## src/hdl/cft_cpu_cfg.svh

```systemverilog
////////////////////////////////////////////////////////////////////////////
// Build-time constants of the CFT control unit: word width, instruction
// field positions, microaddress layout, autoindex window and reset PC.
// Included by the package and by every module that needs the numbers.
////////////////////////////////////////////////////////////////////////////

`ifndef CFT_CPU_CFG_SVH
`define CFT_CPU_CFG_SVH

// Data and address width
`define CFT_WORD_W 16

// Instruction fields
`define CFT_OP_HI 15
`define CFT_OP_LO 12
`define CFT_I_BIT 11
`define CFT_R_BIT 10
`define CFT_OFFSET_W 10

// Microprogram counter, and the full microaddress
// (opcode, I, skip, autoindex, counter)
`define CFT_UPC_W 4
`define CFT_UADDR_W (`CFT_UPC_W + 7)

// Autoindex window on page zero
`define CFT_AUTOINDEX_LO 128
`define CFT_AUTOINDEX_HI 255

`define CFT_RESET_PC 0

`endif

```

## src/hdl/cft_cpu_pkg.sv

```systemverilog
////////////////////////////////////////////////////////////////////////////
// Types shared by the CFT control unit: machine word, opcodes, bus source
// and destination codes, skip control and the microinstruction word.
////////////////////////////////////////////////////////////////////////////

`include "cft_cpu_cfg.svh"

package cft_cpu_pkg;

   typedef logic [`CFT_WORD_W-1:0] word_t;

   // Kept opcodes; everything else executes as a no-op
   typedef enum logic [3:0] {
      OP_TRAP = 4'd0,
      OP_LOAD = 4'd2,
      OP_STOR = 4'd3,
      OP_JMP  = 4'd6,
      OP_JSR  = 4'd7,
      OP_OP1  = 4'd12
   } opcode_e;

   // Unit driving the internal bus
   typedef enum logic [2:0] {
      RD_NONE, RD_MEM, RD_AGL, RD_PC, RD_DR, RD_A, RD_MAR, RD_ZERO
   } read_unit_e;

   // Unit latching the internal bus
   typedef enum logic [2:0] {
      WR_NONE, WR_MEM, WR_MAR, WR_PC, WR_IR, WR_DR, WR_A
   } write_unit_e;

   // Load source of the skip flip-flop
   typedef enum logic [1:0] {
      SK_HOLD, SK_IRBIT0, SK_IRBIT1, SK_FLAGS
   } skip_ctl_e;

   // One microinstruction, 16 bits; all zero is an idle step
   typedef struct packed {
      read_unit_e  read_unit;
      write_unit_e write_unit;
      skip_ctl_e   skip_ctl;
      logic        inc_a;
      logic        inc_pc;
      logic        inc_dr;
      logic        halt;
      logic        iend;      // Back to fetch after this step
      logic [2:0]  spare;
   } ucode_t;

endpackage

```

## src/hdl/unit_sel_if.sv

```systemverilog
////////////////////////////////////////////////////////////////////////////
// Decoded unit selects between the unit decoder and the datapath.
// The decoder drives every line; the datapath only reads them.
////////////////////////////////////////////////////////////////////////////

`timescale 1ns/1ps

interface unit_sel_if;

   // Write selects, at most one high
   logic w_mar;
   logic w_pc;
   logic w_ir;
   logic w_dr;
   logic w_a;

   // Read selects, at most one high
   logic r_agl;
   logic r_pc;
   logic r_dr;
   logic r_a;
   logic r_mar;
   logic r_zero;
   logic r_mem;

   // Register increments
   logic inc_a;
   logic inc_pc;
   logic inc_dr;

   modport decoder (
      output w_mar, w_pc, w_ir, w_dr, w_a,
      output r_agl, r_pc, r_dr, r_a, r_mar, r_zero, r_mem,
      output inc_a, inc_pc, inc_dr
   );

   modport datapath (
      input w_mar, w_pc, w_ir, w_dr, w_a,
      input r_agl, r_pc, r_dr, r_a, r_mar, r_zero, r_mem,
      input inc_a, inc_pc, inc_dr
   );

endinterface
```

## src/hdl/cft_cpu.sv

```systemverilog
////////////////////////////////////////////////////////////////////////////
// Top of the CFT microcoded control unit. Connects the sequencer, unit
// decoder, skip unit and datapath to a single-cycle strobed memory.
////////////////////////////////////////////////////////////////////////////

`timescale 1ns/1ps

module cft_cpu (
   input  logic                clock,
   input  logic                reset,
   input  cft_cpu_pkg::word_t  mem_rdata,
   output cft_cpu_pkg::word_t  mem_addr,
   output cft_cpu_pkg::word_t  mem_wdata,
   output logic                mem_read,
   output logic                mem_write,
   output logic                halt
);
   import cft_cpu_pkg::*;

   // Datapath state seen by control
   word_t  ir;
   word_t  acc;

   // Current microinstruction and registered skip bit
   ucode_t uinst;
   logic   skip;

   unit_sel_if sel_if ();

   // Sequencer addresses the microcode from IR, skip and MAR
   micro_sequencer u_seq (
      .clock (clock),
      .reset (reset),
      .ir    (ir),
      .mar   (mem_addr),
      .skip  (skip),
      .uinst (uinst),
      .halt  (halt)
   );

   unit_decoder u_dec (
      .uinst     (uinst),
      .sel       (sel_if.decoder),
      .mem_read  (mem_read),
      .mem_write (mem_write)
   );

   skip_unit u_skip (
      .clock (clock),
      .reset (reset),
      .uinst (uinst),
      .ir    (ir),
      .acc   (acc),
      .skip  (skip)
   );

   // MAR is the memory address, the internal bus is the write data
   cpu_datapath u_dp (
      .clock     (clock),
      .reset     (reset),
      .sel       (sel_if.datapath),
      .mem_rdata (mem_rdata),
      .bus       (mem_wdata),
      .ir        (ir),
      .acc       (acc),
      .mar       (mem_addr)
   );

endmodule

```

## src/hdl/cpu_datapath.sv

```systemverilog
////////////////////////////////////////////////////////////////////////////
// Register datapath: PC, A, IR, DR and MAR around one internal bus.
// Address generation joins the page and the offset; the bus is a
// multiplexer steered by the decoded read selects.
////////////////////////////////////////////////////////////////////////////

`timescale 1ns/1ps
`include "cft_cpu_cfg.svh"

module cpu_datapath (
   input  logic               clock,
   input  logic               reset,
   unit_sel_if.datapath       sel,
   input  cft_cpu_pkg::word_t mem_rdata,
   output cft_cpu_pkg::word_t bus,
   output cft_cpu_pkg::word_t ir,
   output cft_cpu_pkg::word_t acc,
   output cft_cpu_pkg::word_t mar
);
   import cft_cpu_pkg::*;

   word_t pc;
   word_t dr;
   word_t agl;

   ////////////////////////////////////////////////////////////////////////////
   // Address generation
   ////////////////////////////////////////////////////////////////////////////

   // R set gives the current page, R clear gives page zero
   always_comb begin
      if (ir[`CFT_R_BIT]) begin
         agl = {pc[`CFT_WORD_W-1:`CFT_OFFSET_W], ir[`CFT_OFFSET_W-1:0]};
      end else begin
         agl = {{(`CFT_WORD_W-`CFT_OFFSET_W){1'b0}}, ir[`CFT_OFFSET_W-1:0]};
      end
   end

   ////////////////////////////////////////////////////////////////////////////
   // Internal bus
   ////////////////////////////////////////////////////////////////////////////

   always_comb begin
      unique case (1'b1)
         sel.r_mem:  bus = mem_rdata;
         sel.r_agl:  bus = agl;
         sel.r_pc:   bus = pc;
         sel.r_dr:   bus = dr;
         sel.r_a:    bus = acc;
         sel.r_mar:  bus = mar;
         sel.r_zero: bus = '0;
         default:    bus = '0;
      endcase
   end

   ////////////////////////////////////////////////////////////////////////////
   // Registers
   ////////////////////////////////////////////////////////////////////////////

   // PC and A, cleared by reset; a load wins over an increment
   always_ff @(posedge clock) begin
      if (reset) begin
         pc  <= `CFT_WORD_W'(`CFT_RESET_PC);
         acc <= '0;
      end else begin
         if (sel.w_pc) begin
            pc <= bus;
         end else if (sel.inc_pc) begin
            pc <= pc + 1'b1;
         end
         if (sel.w_a) begin
            acc <= bus;
         end else if (sel.inc_a) begin
            acc <= acc + 1'b1;
         end
      end
   end

   // IR, DR and MAR
   always_ff @(posedge clock) begin
      if (sel.w_ir) begin
         ir <= bus;
      end
      if (sel.w_mar) begin
         mar <= bus;
      end
      // Pointer and link scratch register
      if (sel.w_dr) begin
         dr <= bus;
      end else if (sel.inc_dr) begin
         dr <= dr + 1'b1;
      end
   end

   // Registers only load from a driven bus
   a_load_has_source : assert property (
      @(posedge clock) disable iff (reset)
      (sel.w_mar || sel.w_pc || sel.w_ir || sel.w_dr || sel.w_a) |->
         (sel.r_mem || sel.r_agl || sel.r_pc || sel.r_dr || sel.r_a || sel.r_mar || sel.r_zero)
   ) else $error("register load with no unit driving the internal bus");

endmodule

```

## src/hdl/micro_sequencer.sv

```systemverilog
////////////////////////////////////////////////////////////////////////////
// Microsequencer: steps the microprogram counter, assembles the
// microaddress and latches halt. Once halted it issues idle steps only,
// until reset.
////////////////////////////////////////////////////////////////////////////

`timescale 1ns/1ps
`include "cft_cpu_cfg.svh"

module micro_sequencer (
   input  logic                clock,
   input  logic                reset,
   input  cft_cpu_pkg::word_t  ir,
   input  cft_cpu_pkg::word_t  mar,
   input  logic                skip,
   output cft_cpu_pkg::ucode_t uinst,
   output logic                halt
);
   import cft_cpu_pkg::*;

   logic [`CFT_UPC_W-1:0]   upc;
   logic [`CFT_UADDR_W-1:0] uaddr;
   logic                    autoindex;
   ucode_t                  rom_uinst;

   ////////////////////////////////////////////////////////////////////////////
   // Microaddress
   ////////////////////////////////////////////////////////////////////////////

   // MAR inside the autoindex window on page zero
   assign autoindex = (mar >= `CFT_WORD_W'(`CFT_AUTOINDEX_LO)) &&
                      (mar <= `CFT_WORD_W'(`CFT_AUTOINDEX_HI));

   // Opcode, indirect flag, skip, autoindex, step
   assign uaddr = {ir[`CFT_OP_HI:`CFT_OP_LO], ir[`CFT_I_BIT], skip, autoindex, upc};

   microcode_rom u_rom (
      .uaddr (uaddr),
      .uinst (rom_uinst)
   );

   // Halted core sees an all-idle microinstruction
   assign uinst = halt ? ucode_t'('0) : rom_uinst;

   ////////////////////////////////////////////////////////////////////////////
   // Counter and halt latch
   ////////////////////////////////////////////////////////////////////////////

   always_ff @(posedge clock) begin
      if (reset) begin
         upc  <= '0;
         halt <= 1'b0;
      end else if (!halt) begin
         // End step restarts at fetch
         if (rom_uinst.iend) begin
            upc <= '0;
         end else begin
            upc <= upc + 1'b1;
         end
         if (rom_uinst.halt) begin
            halt <= 1'b1;
         end
      end
   end

   // Every microprogram ends before the counter runs out
   a_upc_no_wrap : assert property (
      @(posedge clock) disable iff (reset)
      (!halt && upc == '1) |-> rom_uinst.iend
   ) else $error("microprogram counter wraps without an end step");

endmodule

```

## src/hdl/microcode_rom.sv

```systemverilog
////////////////////////////////////////////////////////////////////////////
// Microcode table. Combinational, indexed by {opcode, I, skip, autoindex,
// step}. Steps 0 and 1 fetch, execution starts at step 2.
////////////////////////////////////////////////////////////////////////////

`timescale 1ns/1ps
`include "cft_cpu_cfg.svh"

module microcode_rom (
   input  logic [`CFT_UADDR_W-1:0] uaddr,
   output cft_cpu_pkg::ucode_t     uinst
);
   import cft_cpu_pkg::*;

   logic [3:0]            op_raw;
   opcode_e               op;
   logic                  ind;
   logic                  sk;
   logic                  ai;
   logic [`CFT_UPC_W-1:0] step;
   // Step loading MAR (or PC) with the effective address
   logic [`CFT_UPC_W-1:0] ea_step;
   read_unit_e            ea_src;

   assign {op_raw, ind, sk, ai, step} = uaddr;
   assign op = opcode_e'(op_raw);

   // Indirect EA comes out of DR after the pointer steps
   assign ea_step = ind ? `CFT_UPC_W'(6) : `CFT_UPC_W'(2);
   assign ea_src  = ind ? RD_DR : RD_AGL;

   // Plain bus transfer, nothing else
   function automatic ucode_t xfer(input read_unit_e src, input write_unit_e dst);
      ucode_t u;
      u            = '0;
      u.read_unit  = src;
      u.write_unit = dst;
      return u;
   endfunction

   // Pointer fetch for indirect modes, steps 2 to 5
   // autoindex pre-increments the pointer and writes it back
   function automatic ucode_t ptr_row(input logic [`CFT_UPC_W-1:0] s, input logic autoinc);
      ucode_t u;
      u = '0;
      case (s)
         2: u = xfer(RD_AGL, WR_MAR);
         3: u = xfer(RD_MEM, WR_DR);
         4: u.inc_dr = autoinc;
         5: if (autoinc) u = xfer(RD_DR, WR_MEM);
         default: u.iend = 1'b1;
      endcase
      return u;
   endfunction

   always_comb begin
      // Unused rows go straight back to fetch
      uinst      = '0;
      uinst.iend = 1'b1;
      if (step == 0) begin
         uinst = xfer(RD_PC, WR_MAR);
      end else if (step == 1) begin
         uinst        = xfer(RD_MEM, WR_IR);
         uinst.inc_pc = 1'b1;
      end else if (ind && step < 6 && op inside {OP_LOAD, OP_STOR, OP_JMP, OP_JSR}) begin
         uinst = ptr_row(step, ai);
      end else begin
         case (op)
            OP_TRAP: uinst.halt = 1'b1;
            OP_LOAD, OP_STOR: begin
               if (step == ea_step) begin
                  uinst = xfer(ea_src, WR_MAR);
               end else if (step == ea_step + 1'b1) begin
                  uinst = (op == OP_LOAD) ? xfer(RD_MEM, WR_A) : xfer(RD_A, WR_MEM);
                  uinst.iend = 1'b1;
               end
            end
            OP_JMP: begin
               if (step == ea_step) begin
                  uinst      = xfer(ea_src, WR_PC);
                  uinst.iend = 1'b1;
               end
            end
            OP_JSR: begin
               // Return PC to EA, then PC takes EA plus one
               case ({ind, step})
                  {1'b0, 4'd2}: uinst = xfer(RD_AGL, WR_MAR);
                  {1'b0, 4'd3}: uinst = xfer(RD_PC, WR_MEM);
                  {1'b0, 4'd4}: uinst = xfer(RD_MAR, WR_PC);
                  {1'b0, 4'd5}: uinst.inc_pc = 1'b1;
                  {1'b1, 4'd6}: begin
                     uinst        = xfer(RD_DR, WR_MAR);
                     uinst.inc_dr = 1'b1;
                  end
                  {1'b1, 4'd7}: uinst = xfer(RD_PC, WR_MEM);
                  {1'b1, 4'd8}: begin
                     uinst      = xfer(RD_DR, WR_PC);
                     uinst.iend = 1'b1;
                  end
                  default: ;
               endcase
            end
            OP_OP1: begin
               // skip carries IR bit 0, then bit 1, then the skip rule
               case (step)
                  2: begin
                     uinst          = xfer(RD_NONE, WR_NONE);
                     uinst.skip_ctl = SK_IRBIT0;
                  end
                  3: begin
                     uinst          = sk ? xfer(RD_ZERO, WR_A) : xfer(RD_NONE, WR_NONE);
                     uinst.skip_ctl = SK_IRBIT1;
                  end
                  4: begin
                     uinst       = xfer(RD_NONE, WR_NONE);
                     uinst.inc_a = sk;
                  end
                  5: begin
                     uinst          = xfer(RD_NONE, WR_NONE);
                     uinst.skip_ctl = SK_FLAGS;
                  end
                  6: uinst.inc_pc = sk;
                  default: ;
               endcase
            end
            default: ;
         endcase
      end
   end

endmodule

```

## src/hdl/skip_unit.sv

```systemverilog
////////////////////////////////////////////////////////////////////////////
// Skip unit: zero and negative flags of A, and the registered skip bit
// that feeds the microaddress on the following step.
////////////////////////////////////////////////////////////////////////////

`timescale 1ns/1ps
`include "cft_cpu_cfg.svh"

module skip_unit (
   input  logic                clock,
   input  logic                reset,
   input  cft_cpu_pkg::ucode_t uinst,
   input  cft_cpu_pkg::word_t  ir,
   input  cft_cpu_pkg::word_t  acc,
   output logic                skip
);
   import cft_cpu_pkg::*;

   logic flag_z;
   logic flag_n;

   // Flags straight off the accumulator
   assign flag_z = (acc == '0);
   assign flag_n = acc[`CFT_WORD_W-1];

   always_ff @(posedge clock) begin
      if (reset) begin
         skip <= 1'b0;
      end else begin
         case (uinst.skip_ctl)
            SK_IRBIT0: skip <= ir[0];
            SK_IRBIT1: skip <= ir[1];
            // OP1 rule, bit 2 on zero, bit 3 on negative
            SK_FLAGS:  skip <= (ir[2] & flag_z) | (ir[3] & flag_n);
            default:   skip <= skip;
         endcase
      end
   end

endmodule

```

## src/hdl/unit_decoder.sv

```systemverilog
////////////////////////////////////////////////////////////////////////////
// Unit decoder: expands the read and write unit fields into one-hot
// selects for the datapath and the memory read and write strobes.
////////////////////////////////////////////////////////////////////////////

`timescale 1ns/1ps

module unit_decoder (
   input  cft_cpu_pkg::ucode_t uinst,
   unit_sel_if.decoder         sel,
   output logic                mem_read,
   output logic                mem_write
);
   import cft_cpu_pkg::*;

   always_comb begin
      // Write side
      sel.w_mar  = (uinst.write_unit == WR_MAR);
      sel.w_pc   = (uinst.write_unit == WR_PC);
      sel.w_ir   = (uinst.write_unit == WR_IR);
      sel.w_dr   = (uinst.write_unit == WR_DR);
      sel.w_a    = (uinst.write_unit == WR_A);
      // Read side
      sel.r_agl  = (uinst.read_unit == RD_AGL);
      sel.r_pc   = (uinst.read_unit == RD_PC);
      sel.r_dr   = (uinst.read_unit == RD_DR);
      sel.r_a    = (uinst.read_unit == RD_A);
      sel.r_mar  = (uinst.read_unit == RD_MAR);
      sel.r_zero = (uinst.read_unit == RD_ZERO);
      sel.r_mem  = (uinst.read_unit == RD_MEM);
      // Increments pass straight through
      sel.inc_a  = uinst.inc_a;
      sel.inc_pc = uinst.inc_pc;
      sel.inc_dr = uinst.inc_dr;
      // Memory is a read source or a write sink
      mem_read   = (uinst.read_unit == RD_MEM);
      mem_write  = (uinst.write_unit == WR_MEM);
   end

   // No microinstruction moves memory to memory
   always_comb begin
      a_no_rw_strobe : assert (!(mem_read && mem_write))
         else $error("read and write strobes asserted together");
   end

endmodule

```

## config.mk

```make
export PLATFORM = sky130hd
export DESIGN_NAME = cft_cpu
export DESIGN_NICKNAME = d
export VERILOG_FILES = /design/src/hdl/cft_cpu_pkg.sv /design/src/hdl/unit_sel_if.sv /design/src/hdl/cft_cpu.sv /design/src/hdl/cpu_datapath.sv /design/src/hdl/micro_sequencer.sv /design/src/hdl/microcode_rom.sv /design/src/hdl/skip_unit.sv /design/src/hdl/unit_decoder.sv
export VERILOG_INCLUDE_DIRS = /design/src /design/src/hdl
export SDC_FILE = /design/constraint.sdc
export NUM_CORES = 1
export LEC_CHECK = 0
export ABC_AREA = 1
export BUFFER_PORTS_ARGS = -buffer_cell sky130_fd_sc_hd__buf_2
export CAP_MARGIN = 20
export CORE_MARGIN = 1.5
export CORE_UTILIZATION = 55
export CTS_CLUSTER_SIZE = 16
export DETAILED_ROUTE_END_ITERATION = 16
export GPL_TIMING_DRIVEN = 1
export PLACE_DENSITY = 0.78
export SETUP_SLACK_MARGIN = 0.05
export SLEW_MARGIN = 0
export SYNTH_ARGS = -nofsm -noshare
export SYNTH_HDL_FRONTEND = slang
export SYNTH_SLANG_ARGS = --single-unit
```

## constraint.sdc

```tcl
create_clock -name clock -period 3.1 [get_ports clock]
set_input_delay 0.155 -clock clock [delete_from_list [all_inputs] [get_ports clock]]
set_output_delay 0.155 -clock clock [all_outputs]
set_load 0.02 [all_outputs]
```

## Yosys cells after proc, flatten, opt, wreduce, memory -nomap -nowiden

Index checks and enable logic that the tools add are counted.

| storage, ports and cells | value |
|---|---|
| flip-flop bits (word level) | 86 |
| word-level logic and storage cells | 108 |

| cells by class | value |
|---|---|
| reduce and logical (&&, ||, !) cells | 16 |
| add/subtract/negate cells | 5 |
| order comparisons | 3 |
| bitwise gates (word level) | 3 |
| muxes and demuxes | 38 |
| equality and inequality tests | 35 |

Operators by type and width:

| cell | number |
|---|---|
| $mux 16 | 17 |
| $pmux 16 s6 | 1 |
| $add 16x1->16 const B | 3 |
| $pmux 9 s5 | 1 |
| $pmux 11 s4 | 1 |
| $pmux 9 s4 | 1 |
| $pmux 10 s3 | 1 |
| $pmux 6 s2 | 2 |
| $eq 4x3->1 const B | 5 |
| $eq 3x3->1 const B | 6 |
| $eq 4x2->1 const B | 4 |
| $ge 16x8->1 const B | 1 |
| $le 16x8->1 const B | 1 |
| $logic_not 16->1 | 1 |
| $pmux 4 s4 | 1 |
| $eq 5x5->1 const B | 3 |
| $eq 3x2->1 const B | 4 |
| $eq 5x2->1 const B | 2 |
| $eq 5x3->1 const B | 2 |
| $mux 3 | 3 |
| $add 4x1->4 const B | 2 |
| $eq 4x4->1 | 2 |
| $logic_not 4->1 | 2 |
| $eq 3x1->1 const B | 2 |
| 19 further kinds | 32 |

## Longest topological paths before layout

Gate-level depths: netlist of the first run.

| logic depth | value |
|---|---|
| word-level depth | 13 |
| gate-level depth with buffers | 20 |
| depth with buffers taken out | 19 |

## Modules after synthesis

A second synthesis of the first run with hierarchy kept.

| second synthesis, totals | value |
|---|---|
| cell total of the unflattened synthesis | 895 |
| area, all modules | 6,048.3 um^2 |

By module, submodules not included:

| module | times used | sequential area each (um^2) | area an instance (um^2) | cells each |
|---|---|---|---|---|
| cpu_datapath | 1 | 2,082.0 | 4,783.3 | 650 |
| microcode_rom | 1 | 0.0 | 620.6 | 122 |
| micro_sequencer | 1 | 100.1 | 382.9 | 68 |
| skip_unit | 1 | 20.0 | 133.9 | 25 |
| unit_decoder | 1 | 0.0 | 127.6 | 30 |

## Worst setup path after synthesis of the first run

Ideal clock, no wire load.

| path | value |
|---|---|
| kind | reg-to-reg |
| start | register u_seq.upc[0] |
| end | register u_dp.mar[0] (enable) |
| data arrival time | 2.528 ns |
| stages on the path, launching flop included | 13 |
| setup slack | 0.163 ns |
| data required time | 2.691 ns |
| period minus slack after synthesis | 2.937 ns |
| cell sequence | dfxtp_1 -> inv_1 -> ha_1 -> nand4_1 -> inv_1 -> nand2_1 -> nand2_1 -> nor2_1 -> nand3_1 -> nand2_1 -> nand2_1 -> nand2_2 -> nor3_1 |

| between the ends | value |
|---|---|
| word-level cells in the longest chain between the ends | 9 |
| elaborated cells between the ends (all ways) | 30 |
| classes of those cells | order compare: 1; eq/ne: 14; mux: 11; reduce/logical: 4 |

Ends and longest elaborated chain:

| element | RTL line | source |
|---|---|---|
| start: declaration | micro_sequencer.sv:21 | `` logic [`CFT_UPC_W-1:0] upc; `` |
| start signal: assignment | micro_sequencer.sv:58 | `upc <= upc + 1'b1;` |
| $eq 5x5->1, or another cell as far along | microcode_rom.sv:86 | `case ({ind, step})` |
| $reduce_or 2->1 (no source line) / $mux 16 (equally long branches) | -- |  |
| $pmux 9 s5 / $mux 16 (equally long branches) | microcode_rom.sv:86, microcode_rom.sv:71 |  |
| $pmux 11 s4 | microcode_rom.sv:68 | `case (op)` |
| $mux 16 | microcode_rom.sv:65 | `end else if (ind && step < 6 && op inside {OP_LOAD, OP_STOR, OP_JMP, OP_JSR}) begin` |
| $mux 16 | microcode_rom.sv:62 | `end else if (step == 1) begin` |
| $mux 16 * | microcode_rom.sv:60 | `if (step == 0) begin` |
| $mux 16 * | micro_sequencer.sv:43 | `assign uinst = halt ? ucode_t'('0) : rom_uinst;` |
| $eq 3x2->1 * | unit_decoder.sv:18 | `sel.w_mar = (uinst.write_unit == WR_MAR);` |
| end signal: assignment | cpu_datapath.sv:85 | `mar <= bus;` |
| end: declaration | cpu_datapath.sv:18 | `output cft_cpu_pkg::word_t mar` |

Every way passes the cells marked *; elsewhere a longest branch is shown, timed or not.
A chain may end at the register's enable or synchronous reset.

## Worst setup path after layout of the first run

| path | value |
|---|---|
| start | register u_seq.upc[0] |
| end | output mem_wdata[0] |

| between the ends | value |
|---|---|
| word-level cells in the longest chain between the ends | 10 |
| elaborated cells between the ends (all ways) | 36 |
| classes of those cells | order compare: 1; eq/ne: 19; mux: 12; reduce/logical: 4 |

Ends and longest elaborated chain:

| element | RTL line | source |
|---|---|---|
| $eq 5x5->1, or another cell as far along | microcode_rom.sv:86 |  |
| $reduce_or 2->1 (no source line) / $mux 16 (equally long branches) | -- |  |
| $pmux 9 s5 / $mux 16 (equally long branches) | microcode_rom.sv:86, microcode_rom.sv:71 |  |
| $pmux 11 s4 | microcode_rom.sv:68 |  |
| $mux 16 | microcode_rom.sv:65 |  |
| $mux 16 | microcode_rom.sv:62 |  |
| $mux 16 * | microcode_rom.sv:60 |  |
| $mux 16 * | micro_sequencer.sv:43 |  |
| $eq 3x3->1, or another cell as far along | unit_decoder.sv:28 | `sel.r_mar = (uinst.read_unit == RD_MAR);` |
| $pmux 16 s6 * | cpu_datapath.sv:44 | `unique case (1'b1)` |
| end: declaration | cft_cpu.sv:13 | `output cft_cpu_pkg::word_t mem_wdata,` |

Marked as above.

==> reports/metrics.csv, run 1 <==
stage,metric,value,unit
cells_and_area,"leading cell types in the layout, fill and taps excluded","nand2_1, inv_1, nor2_1, nand3_1, buf_4",
global_routing,Global Route Usage Sum,37.0,%
global_routing,largest net degree at the start of global routing,24,
pwr,VDD IR-drop max,0.855,mV
floorplanning,num ports,53,
cells_and_area,Nets,937,
sta,# setup viols final,0,
route,Iter 0 DRT Violations,856,
global_routing,first-pass GRT wire length,31.0,mm
worst_setup_path,crit path kind,flop to primary output,
cells_and_area,"commonest non-fill, non-tap cell in the layout",nand2_1,
clocking,Clock Tree Root,clkbuf_8,
pwr,Final Power,7.63,mW
cells_and_area,area of the multi-input gates,0.00336,mm²
yosys,"flops & latches, synth",86,
run_status,status,"complete, no violations",
worst_setup_path,Critical Path RT,2.94,ns
yosys,post-synthesis cell area,0.00583,mm²
floorplanning,die height,106,µm
worst_setup_path,register-to-register setup slack,0.35,ns
yosys,mean post-synth cell area,7.26,µm²
yosys,"Seq/Total Area, Yosys",37.7,%
run,Max Cap Violations,0,
global_routing,vias in the first global route,5770,
worst_setup_path,startpoint types,flop,
sta,final hold slack,0.175,ns
yosys,Synth Net Count,830,
pwr,leakage,3.10,nW
cells_and_area,Reg area,0.00221,mm²
cells_and_area,Area growth syn-to-layout,22.0,%
clocking,total clock sinks,86,
yosys,"Warnings, synthesis",0,
global_routing,GR Overflow Total,0,
floorplanning,die width,106,µm
floorplanning,Initial Utilization,56.5,%
clocking,Clock Path Buffers,2,
sta,Final Max Tran Viols,0,
sta,clock skew,0.00893,ns
route,drt first pass iters,6,
sta,Worst-Margin Slew,0.671,ns
yosys,area share of the largest cell type after synthesis,24.7,%
place,Final GP Congestion,1.04,
clocking,Skew-Pair Late Insertion Delay,0.39,ns
yosys,Synth area leaders,"edfxtp_1, dfxtp_1, nand2_1, nand3_1, nor2_1",
pwr,PwrDens,1070,mW/mm²
cells_and_area,design area,0.00712,mm²
sta,Slew HR,55.2,%
sta,unrepaired setup endpoints after global routing,true,
route,Routed Antenna Nets,0,
clocking,# hold bufs at CTS,0,
route,WL final,20.7,mm
worst_setup_path,Worst Setup End Kind,primary output,
floorplanning,core box area,0.0103,mm²
yosys,Synth Instances,804,
route,# DRC,0,
cells_and_area,fill count,852,
place,placed cell areas,0.00630,mm²
worst_setup_path,Crit Path Max Fanout,5,
route,via count,6242,
sta,Achievable Freq,337,MHz
sta,"Hold Violations, Final",0,
cells_and_area,Ant. Diodes,0,
place,hpwl dp,15.3,mm
sta,Final period util,95.7,%
route,drt wl/cell,19.7,µm
min_path,worst min-delay path class,input port to flop,
clocking,H-tree depth,3,
yosys,"area leader, netlist",edfxtp_1,
yosys,Unique masters post-synth,48,
sta,minimum clock period,2.97,ns
cells_and_area,share of layout cells above drive strength 1,24.9,%
global_routing,antenna violations before repair,0,
floorplanning,die area,0.0112,mm²
clocking,CTS buffer count,9,
floorplanning,Rows,37,
clocking,"Reg clk slew, reported paths",0.09,ns
route,Via density,5.93,
worst_setup_path,arrival time at the worst endpoint,2.81,ns
place,Port Buf Inserts,52,
clocking,CTS tree,done,
==> metrics by stage <==
| stage | instances | TNS (ns) | setup WS [ns] | utilization [%] |
|---|---|---|---|---|
| floorplan | 804 | 0 | 0.163 | - |
| global placement | 993 | 0 | 0.0878 | 61.0 |
| detailed placement | 993 | -0.00435 | -0.00435 | 61.0 |
| CTS | 1024 | 0 | 0.0509 | 65.0 |
| global route | 1052 | -0.0942 | -0.0431 | 69.0 |
| finish | 1052 | 0 | 0.134 | 69.0 |
==> cell type report <==
cell class / instances / share of cell area (%)
clock buffers: 10 / 1.79
inverters: 102 / 5.71
clock inverters: 6 / 0.861
multi-input cells: 599 / 47.2
repair buffers: 112 / 10.9
repair inverters: 1 / 0.123
flip-flops and latches: 86 / 31.1
well taps: 136 / 2.39
==> what timing repair did <==
item                                    CTS  global route
endpoints found under the setup margin   18            16
buffers inserted                         14            27
cloned                                    1             1
gates resized for setup                  30            55
pin swaps                                11            19
==> routing by layer <==
metal / track usage (%) / routed length [µm] / up-vias
met5: 0 / 0 / -
met4: 20.2 / 1170 / 0
met3: 9.20 / 2390 / 86
met2: 55.4 / 9050 / 421
met1: 49.0 / 8090 / 2849
li1: - / - / 2886
==> path summary, 6_finish.rpt <==
| check | start | to | cells after the start |
|---|---|---|---|
| max | u_seq.upc[0] | mem_wdata[0] | 19 |
| min reg2reg | u_seq.upc[0] | u_seq.upc[0] | 1 |
| max reg2reg | u_dp.ir[11] | u_dp.dr[3] | 18 |
| min | mem_rdata[8] | u_dp.mar[8] | 5 |
==> Yosys cell counts, drive strengths merged <==
| master | count |
|---|---|
| ha | 8 |
| o2111ai | 1 |
| a31o | 1 |
| clkinv | 5 |
| o21a | 2 |
| a32oi | 1 |
| a211oi | 3 |
| o211ai | 5 |
| a21boi | 1 |
| nor4 | 7 |
| o22ai | 2 |
| xor2 | 30 |
| clkbuf | 7 |
| nand3b | 2 |
| o31ai | 2 |
| buf | 11 |
| xnor2 | 8 |
| nor3 | 16 |
| a22o | 1 |
| and2 | 1 |
| inv | 97 |
| nand4 | 22 |
| or2 | 1 |
| and3 | 1 |
| nor2 | 98 |
| nand2 | 217 |
| edfxtp | 48 |
| a31oi | 6 |
| o21ai | 58 |
| dfxtp | 38 |
| nand3 | 74 |
| a21oi | 30 |
==> worst max-delay path: stages, from the launching register on <==
cell and delay [ns]:
dfxtp_4 0.38, inv_4 0.09, ha_4 0.15, nand3_2 0.13, nand2_1 0.09, nand2_1 0.06
nand2_1 0.06, nand2_1 0.05, nand3_1 0.08, nand2_2 0.09, nand2_4 0.11, nand2_8 0.07
buf_12 0.13, nor3_4 0.30, buf_6 0.17, nand2_1 0.06, o211ai_1 0.12, nor2_2 0.10
inv_2 0.07, buf_6 0.11
==> power by group <==
part | internal, mW | switching [mW] | leakage [nW]
sequential | 1.69 | 0.376 | 0.768
clock | 0.370 | 0.428 | 0.0926
combinational | 1.65 | 3.12 | 2.24
==> logic make-up after synthesis <==
group                      after synthesis  synth area share, %
adders and majority gates                8                 1.72
and+or+nand+nor                        439                 35.5
xor gates and xnor gates                38                 5.70
buffers and inverters                  120                 8.54
DFF                                     86                 37.7
AOI/OAI and AO/OA                      113                 10.8
==> flip-flops by register name (all words and copies together) (netlist names) <==
name / flops
u_dp.acc: 16
u_dp.dr: 16
u_dp.ir: 16
u_dp.mar: 16
u_dp.pc: 16
u_seq.halt: 1
u_seq.upc: 4
u_skip.skip: 1
No activity file was read; power rests on OpenSTA's default activity.
==> run 2: changes to the inputs <==
--- a/config.mk
+++ b/config.mk
@@ -14,7 +14,7 @@
 export CTS_CLUSTER_SIZE = 16
 export DETAILED_ROUTE_END_ITERATION = 16
 export GPL_TIMING_DRIVEN = 1
-export PLACE_DENSITY = 0.78
+export PLACE_DENSITY = 0.8
 export SETUP_SLACK_MARGIN = 0.05
 export SLEW_MARGIN = 0
 export SYNTH_ARGS = -nofsm -noshare
==> run 2 against run 1 <==
Compared with the run above:
- cell area down 1.1%
- routed wire length down 5.3%
- fmax down 3.3%
- setup slack worse by 0.10 ns
- largest power group unchanged
- first-iteration DRC count down 11%
- sequential share of layout area up 0.33 points
- clock skew about the same
- sequential power about the same
- register-to-register slack worse by 0.16 ns
- count of clock-buffer cells in the layout up 1
- total power down 3.2%
- utilization down 0.73 points
==> reports/metrics.csv, run 2 (synthesized netlist as in run 1, its figures left out) <==
stage,metric,value,unit,change
run_status,status,"complete, no violations",,unchanged
sta,Final period util,99.0,%,was 95.7%
pwr,internal power,3.57,mW,was 3.70 mW
cells_and_area,share of layout cells above drive strength 1,23.8,%,was 24.9%
min_path,worst min-delay path class,input port to flop,,unchanged
sta,Slew HR,56.9,%,was 55.2%
sta,Final Max Tran Viols,0,,unchanged
pwr,Final Power,7.38,mW,was 7.63 mW
pwr,Flop pwr share,27.8,%,was 27.1%
pwr,PwrDens,1050,mW/mm²,was 1070 mW/mm²
floorplanning,core box area,0.0103,mm²,unchanged
sta,"Hold Violations, Final",0,,unchanged
cells_and_area,"commonest non-fill, non-tap cell in the layout",nand2_1,,unchanged
cells_and_area,fill count,904,,was 852
sta,Achievable Freq,326,MHz,was 337 MHz
floorplanning,die area,0.0112,mm²,unchanged
sta,sum of negative setup slack,0,ns,unchanged
global_routing,Global Route Usage Sum,34.1,%,was 37.0%
worst_setup_path,Worst R2R Path Depth,16,,was 18
clocking,Skew-Pair Late Insertion Delay,0.38,ns,was 0.39 ns
route,via count,6238,,was 6242
cells_and_area,Nets,934,,was 937
route,drt first pass iters,6,,unchanged
clocking,Clock Path Buffers,2,,unchanged
cells_and_area,"leading cell types in the layout, fill and taps excluded","nand2_1, inv_1, nand3_1, nor2_1, buf_4",,"was nand2_1, inv_1, nor2_1, nand3_1, buf_4"
min_path,Hold Path Stages,2,,was 5
clocking,total clock sinks,86,,unchanged
sta,clock skew,0.00892,ns,was 0.00893 ns
floorplanning,die height,106,µm,unchanged
pwr,clock power share,10.0,%,was 10.5%
worst_setup_path,crit path kind,flop to primary output,,unchanged
floorplanning,die width,106,µm,unchanged
global_routing,vias in the first global route,5592,,was 5770
worst_setup_path,register-to-register setup slack,0.19,ns,was 0.35 ns
route,WL final,19.6,mm,was 20.7 mm
floorplanning,Rows,37,,unchanged
clocking,# hold bufs at CTS,0,,unchanged
sta,minimum clock period,3.07,ns,was 2.97 ns
cells_and_area,Area growth syn-to-layout,20.7,%,was 22.0%
cells_and_area,design area,0.00704,mm²,was 0.00712 mm²
route,Via density,5.95,,was 5.93
cells_and_area,Ant. Diodes,0,,unchanged
route,# DRC,0,,unchanged
cells_and_area,Reg area,0.00221,mm²,unchanged
worst_setup_path,Critical Path RT,2.94,ns,about the same
worst_setup_path,Crit Path Max Fanout,11,,was 5
pwr,switch share,51.7,%,was 51.4%
cells_and_area,area of the multi-input gates,0.00334,mm²,was 0.00336 mm²
route,drt wl/cell,18.7,µm,was 19.7 µm
worst_setup_path,Worst Setup End Kind,primary output,,unchanged
worst_setup_path,arrival time at the worst endpoint,2.91,ns,was 2.81 ns
sta,final hold slack,0.185,ns,was 0.175 ns
global_routing,antenna violations before repair,0,,unchanged
pwr,VDD IR-drop max,0.844,mV,was 0.855 mV
sta,# setup viols final,0,,unchanged
clocking,CTS tree,done,,unchanged
clocking,"Reg clk slew, reported paths",0.09,ns,about the same
route,Routed Antenna Nets,0,,unchanged
worst_setup_path,startpoint types,flop,,unchanged
pwr,leakage,3.09,nW,was 3.10 nW
floorplanning,Initial Utilization,56.5,%,unchanged
clocking,H-tree depth,3,,unchanged
run,Max Cap Violations,0,,unchanged
pwr,Comb pwr share,62.2,%,was 62.5%
global_routing,GR Overflow Total,0,,unchanged
place,hpwl dp,13.7,mm,was 15.3 mm
global_routing,first-pass GRT wire length,29.1,mm,was 31.0 mm
place,Port Buf Inserts,52,,unchanged
global_routing,largest net degree at the start of global routing,24,,unchanged
pwr,net switching power,3.81,mW,was 3.92 mW
route,Iter 0 DRT Violations,758,,was 856
clocking,CTS buffer count,9,,unchanged
place,placed cell areas,0.00632,mm²,was 0.00630 mm²
sta,Worst-Margin Slew,0.645,ns,was 0.671 ns
clocking,Clock Tree Root,clkbuf_8,,unchanged
floorplanning,num ports,53,,unchanged
place,Final GP Congestion,1.06,,was 1.04
-- run 2: changes by cell type in the layout (fill, tap and decap cells not counted), sizes merged --
cell / before / now
nand2: 218 / 217
clkbuf: 10 / 11
buf: 112 / 110
clkinvlp: 3 / 2
bufinv: 1 / 0
clkinv: 6 / 7
-- run 2: layout make-up --
cell class | instances | area share [%]
sequential | 86 | 31.4
clock buffer | 11 | 2.01
timing repair inverter | 1 | 0.124
multi-input combinational | 598 | 47.4
clock inverter | 5 | 0.480
timing repair buffer | 110 | 10.4
tap | 136 | 2.42
inverter | 102 | 5.72
-- run 2: layer usage --
metal / global-route usage, % / share of wire, % / up-vias
met4: 22.1 / 7.5 / 0
li1: - / - / 2870
met2: 53.6 / 45 / 381
met1: 42.7 / 37 / 2867
met5: 0 / 0 / -
met3: 7.05 / 10 / 120
-- run 2: critical path, cell delays in order, from the launching register on --
cell and delay (ns):
edfxtp_1 0.54, inv_2 0.17, nand2_2 0.07, nand4_1 0.20, nand2_1 0.08, nand2_1 0.06, nand4_1 0.17, nand2_4 0.23
buf_4 0.17, inv_6 0.05, nand4_1 0.08, nand2_1 0.07, nor2_1 0.26, nand2_2 0.16, buf_2 0.19
-- run 2: through the flow --
step / setup WS (ns) / utilization [%] / instances
6_report: 0.0319 / 68.2 / 1049
5_1_grt: -0.0637 / 68.2 / 1049
4_1_cts: 0.0402 / 64.1 / 1017
3_5_place_dp: -0.0208 / 61.2 / 995
3_3_place_gp: 0.0556 / 61.2 / 995
2_1_floorplan: 0.163 / - / 804
-- run 2: what timing repair did --
item	in CTS	in global routing
setup endpoints to repair	19	35
buffers inserted	6	31
gates cloned	0	1
pin swaps	6	14
resized for setup	24	50
-- run 2: final timing paths --
kind,start,endpoint
min,reset,u_dp.acc[1]
max,u_dp.ir[11],mem_wdata[2]
max reg2reg,u_dp.ir[11],u_dp.dr[2]
min reg2reg,u_skip.skip,u_skip.skip
-- run 2: power groups by stage --
stage / clock, mW / combinational (mW) / sequential (mW)
2_1_floorplan: 0 / 2.39 / 2.04
3_3_place_gp: 0 / 3.61 / 2.03
3_5_place_dp: 0 / 3.64 / 2.03
4_1_cts: 0.735 / 3.86 / 2.01
5_1_grt: 0.784 / 4.86 / 2.07
6_report: 0.736 / 4.59 / 2.05
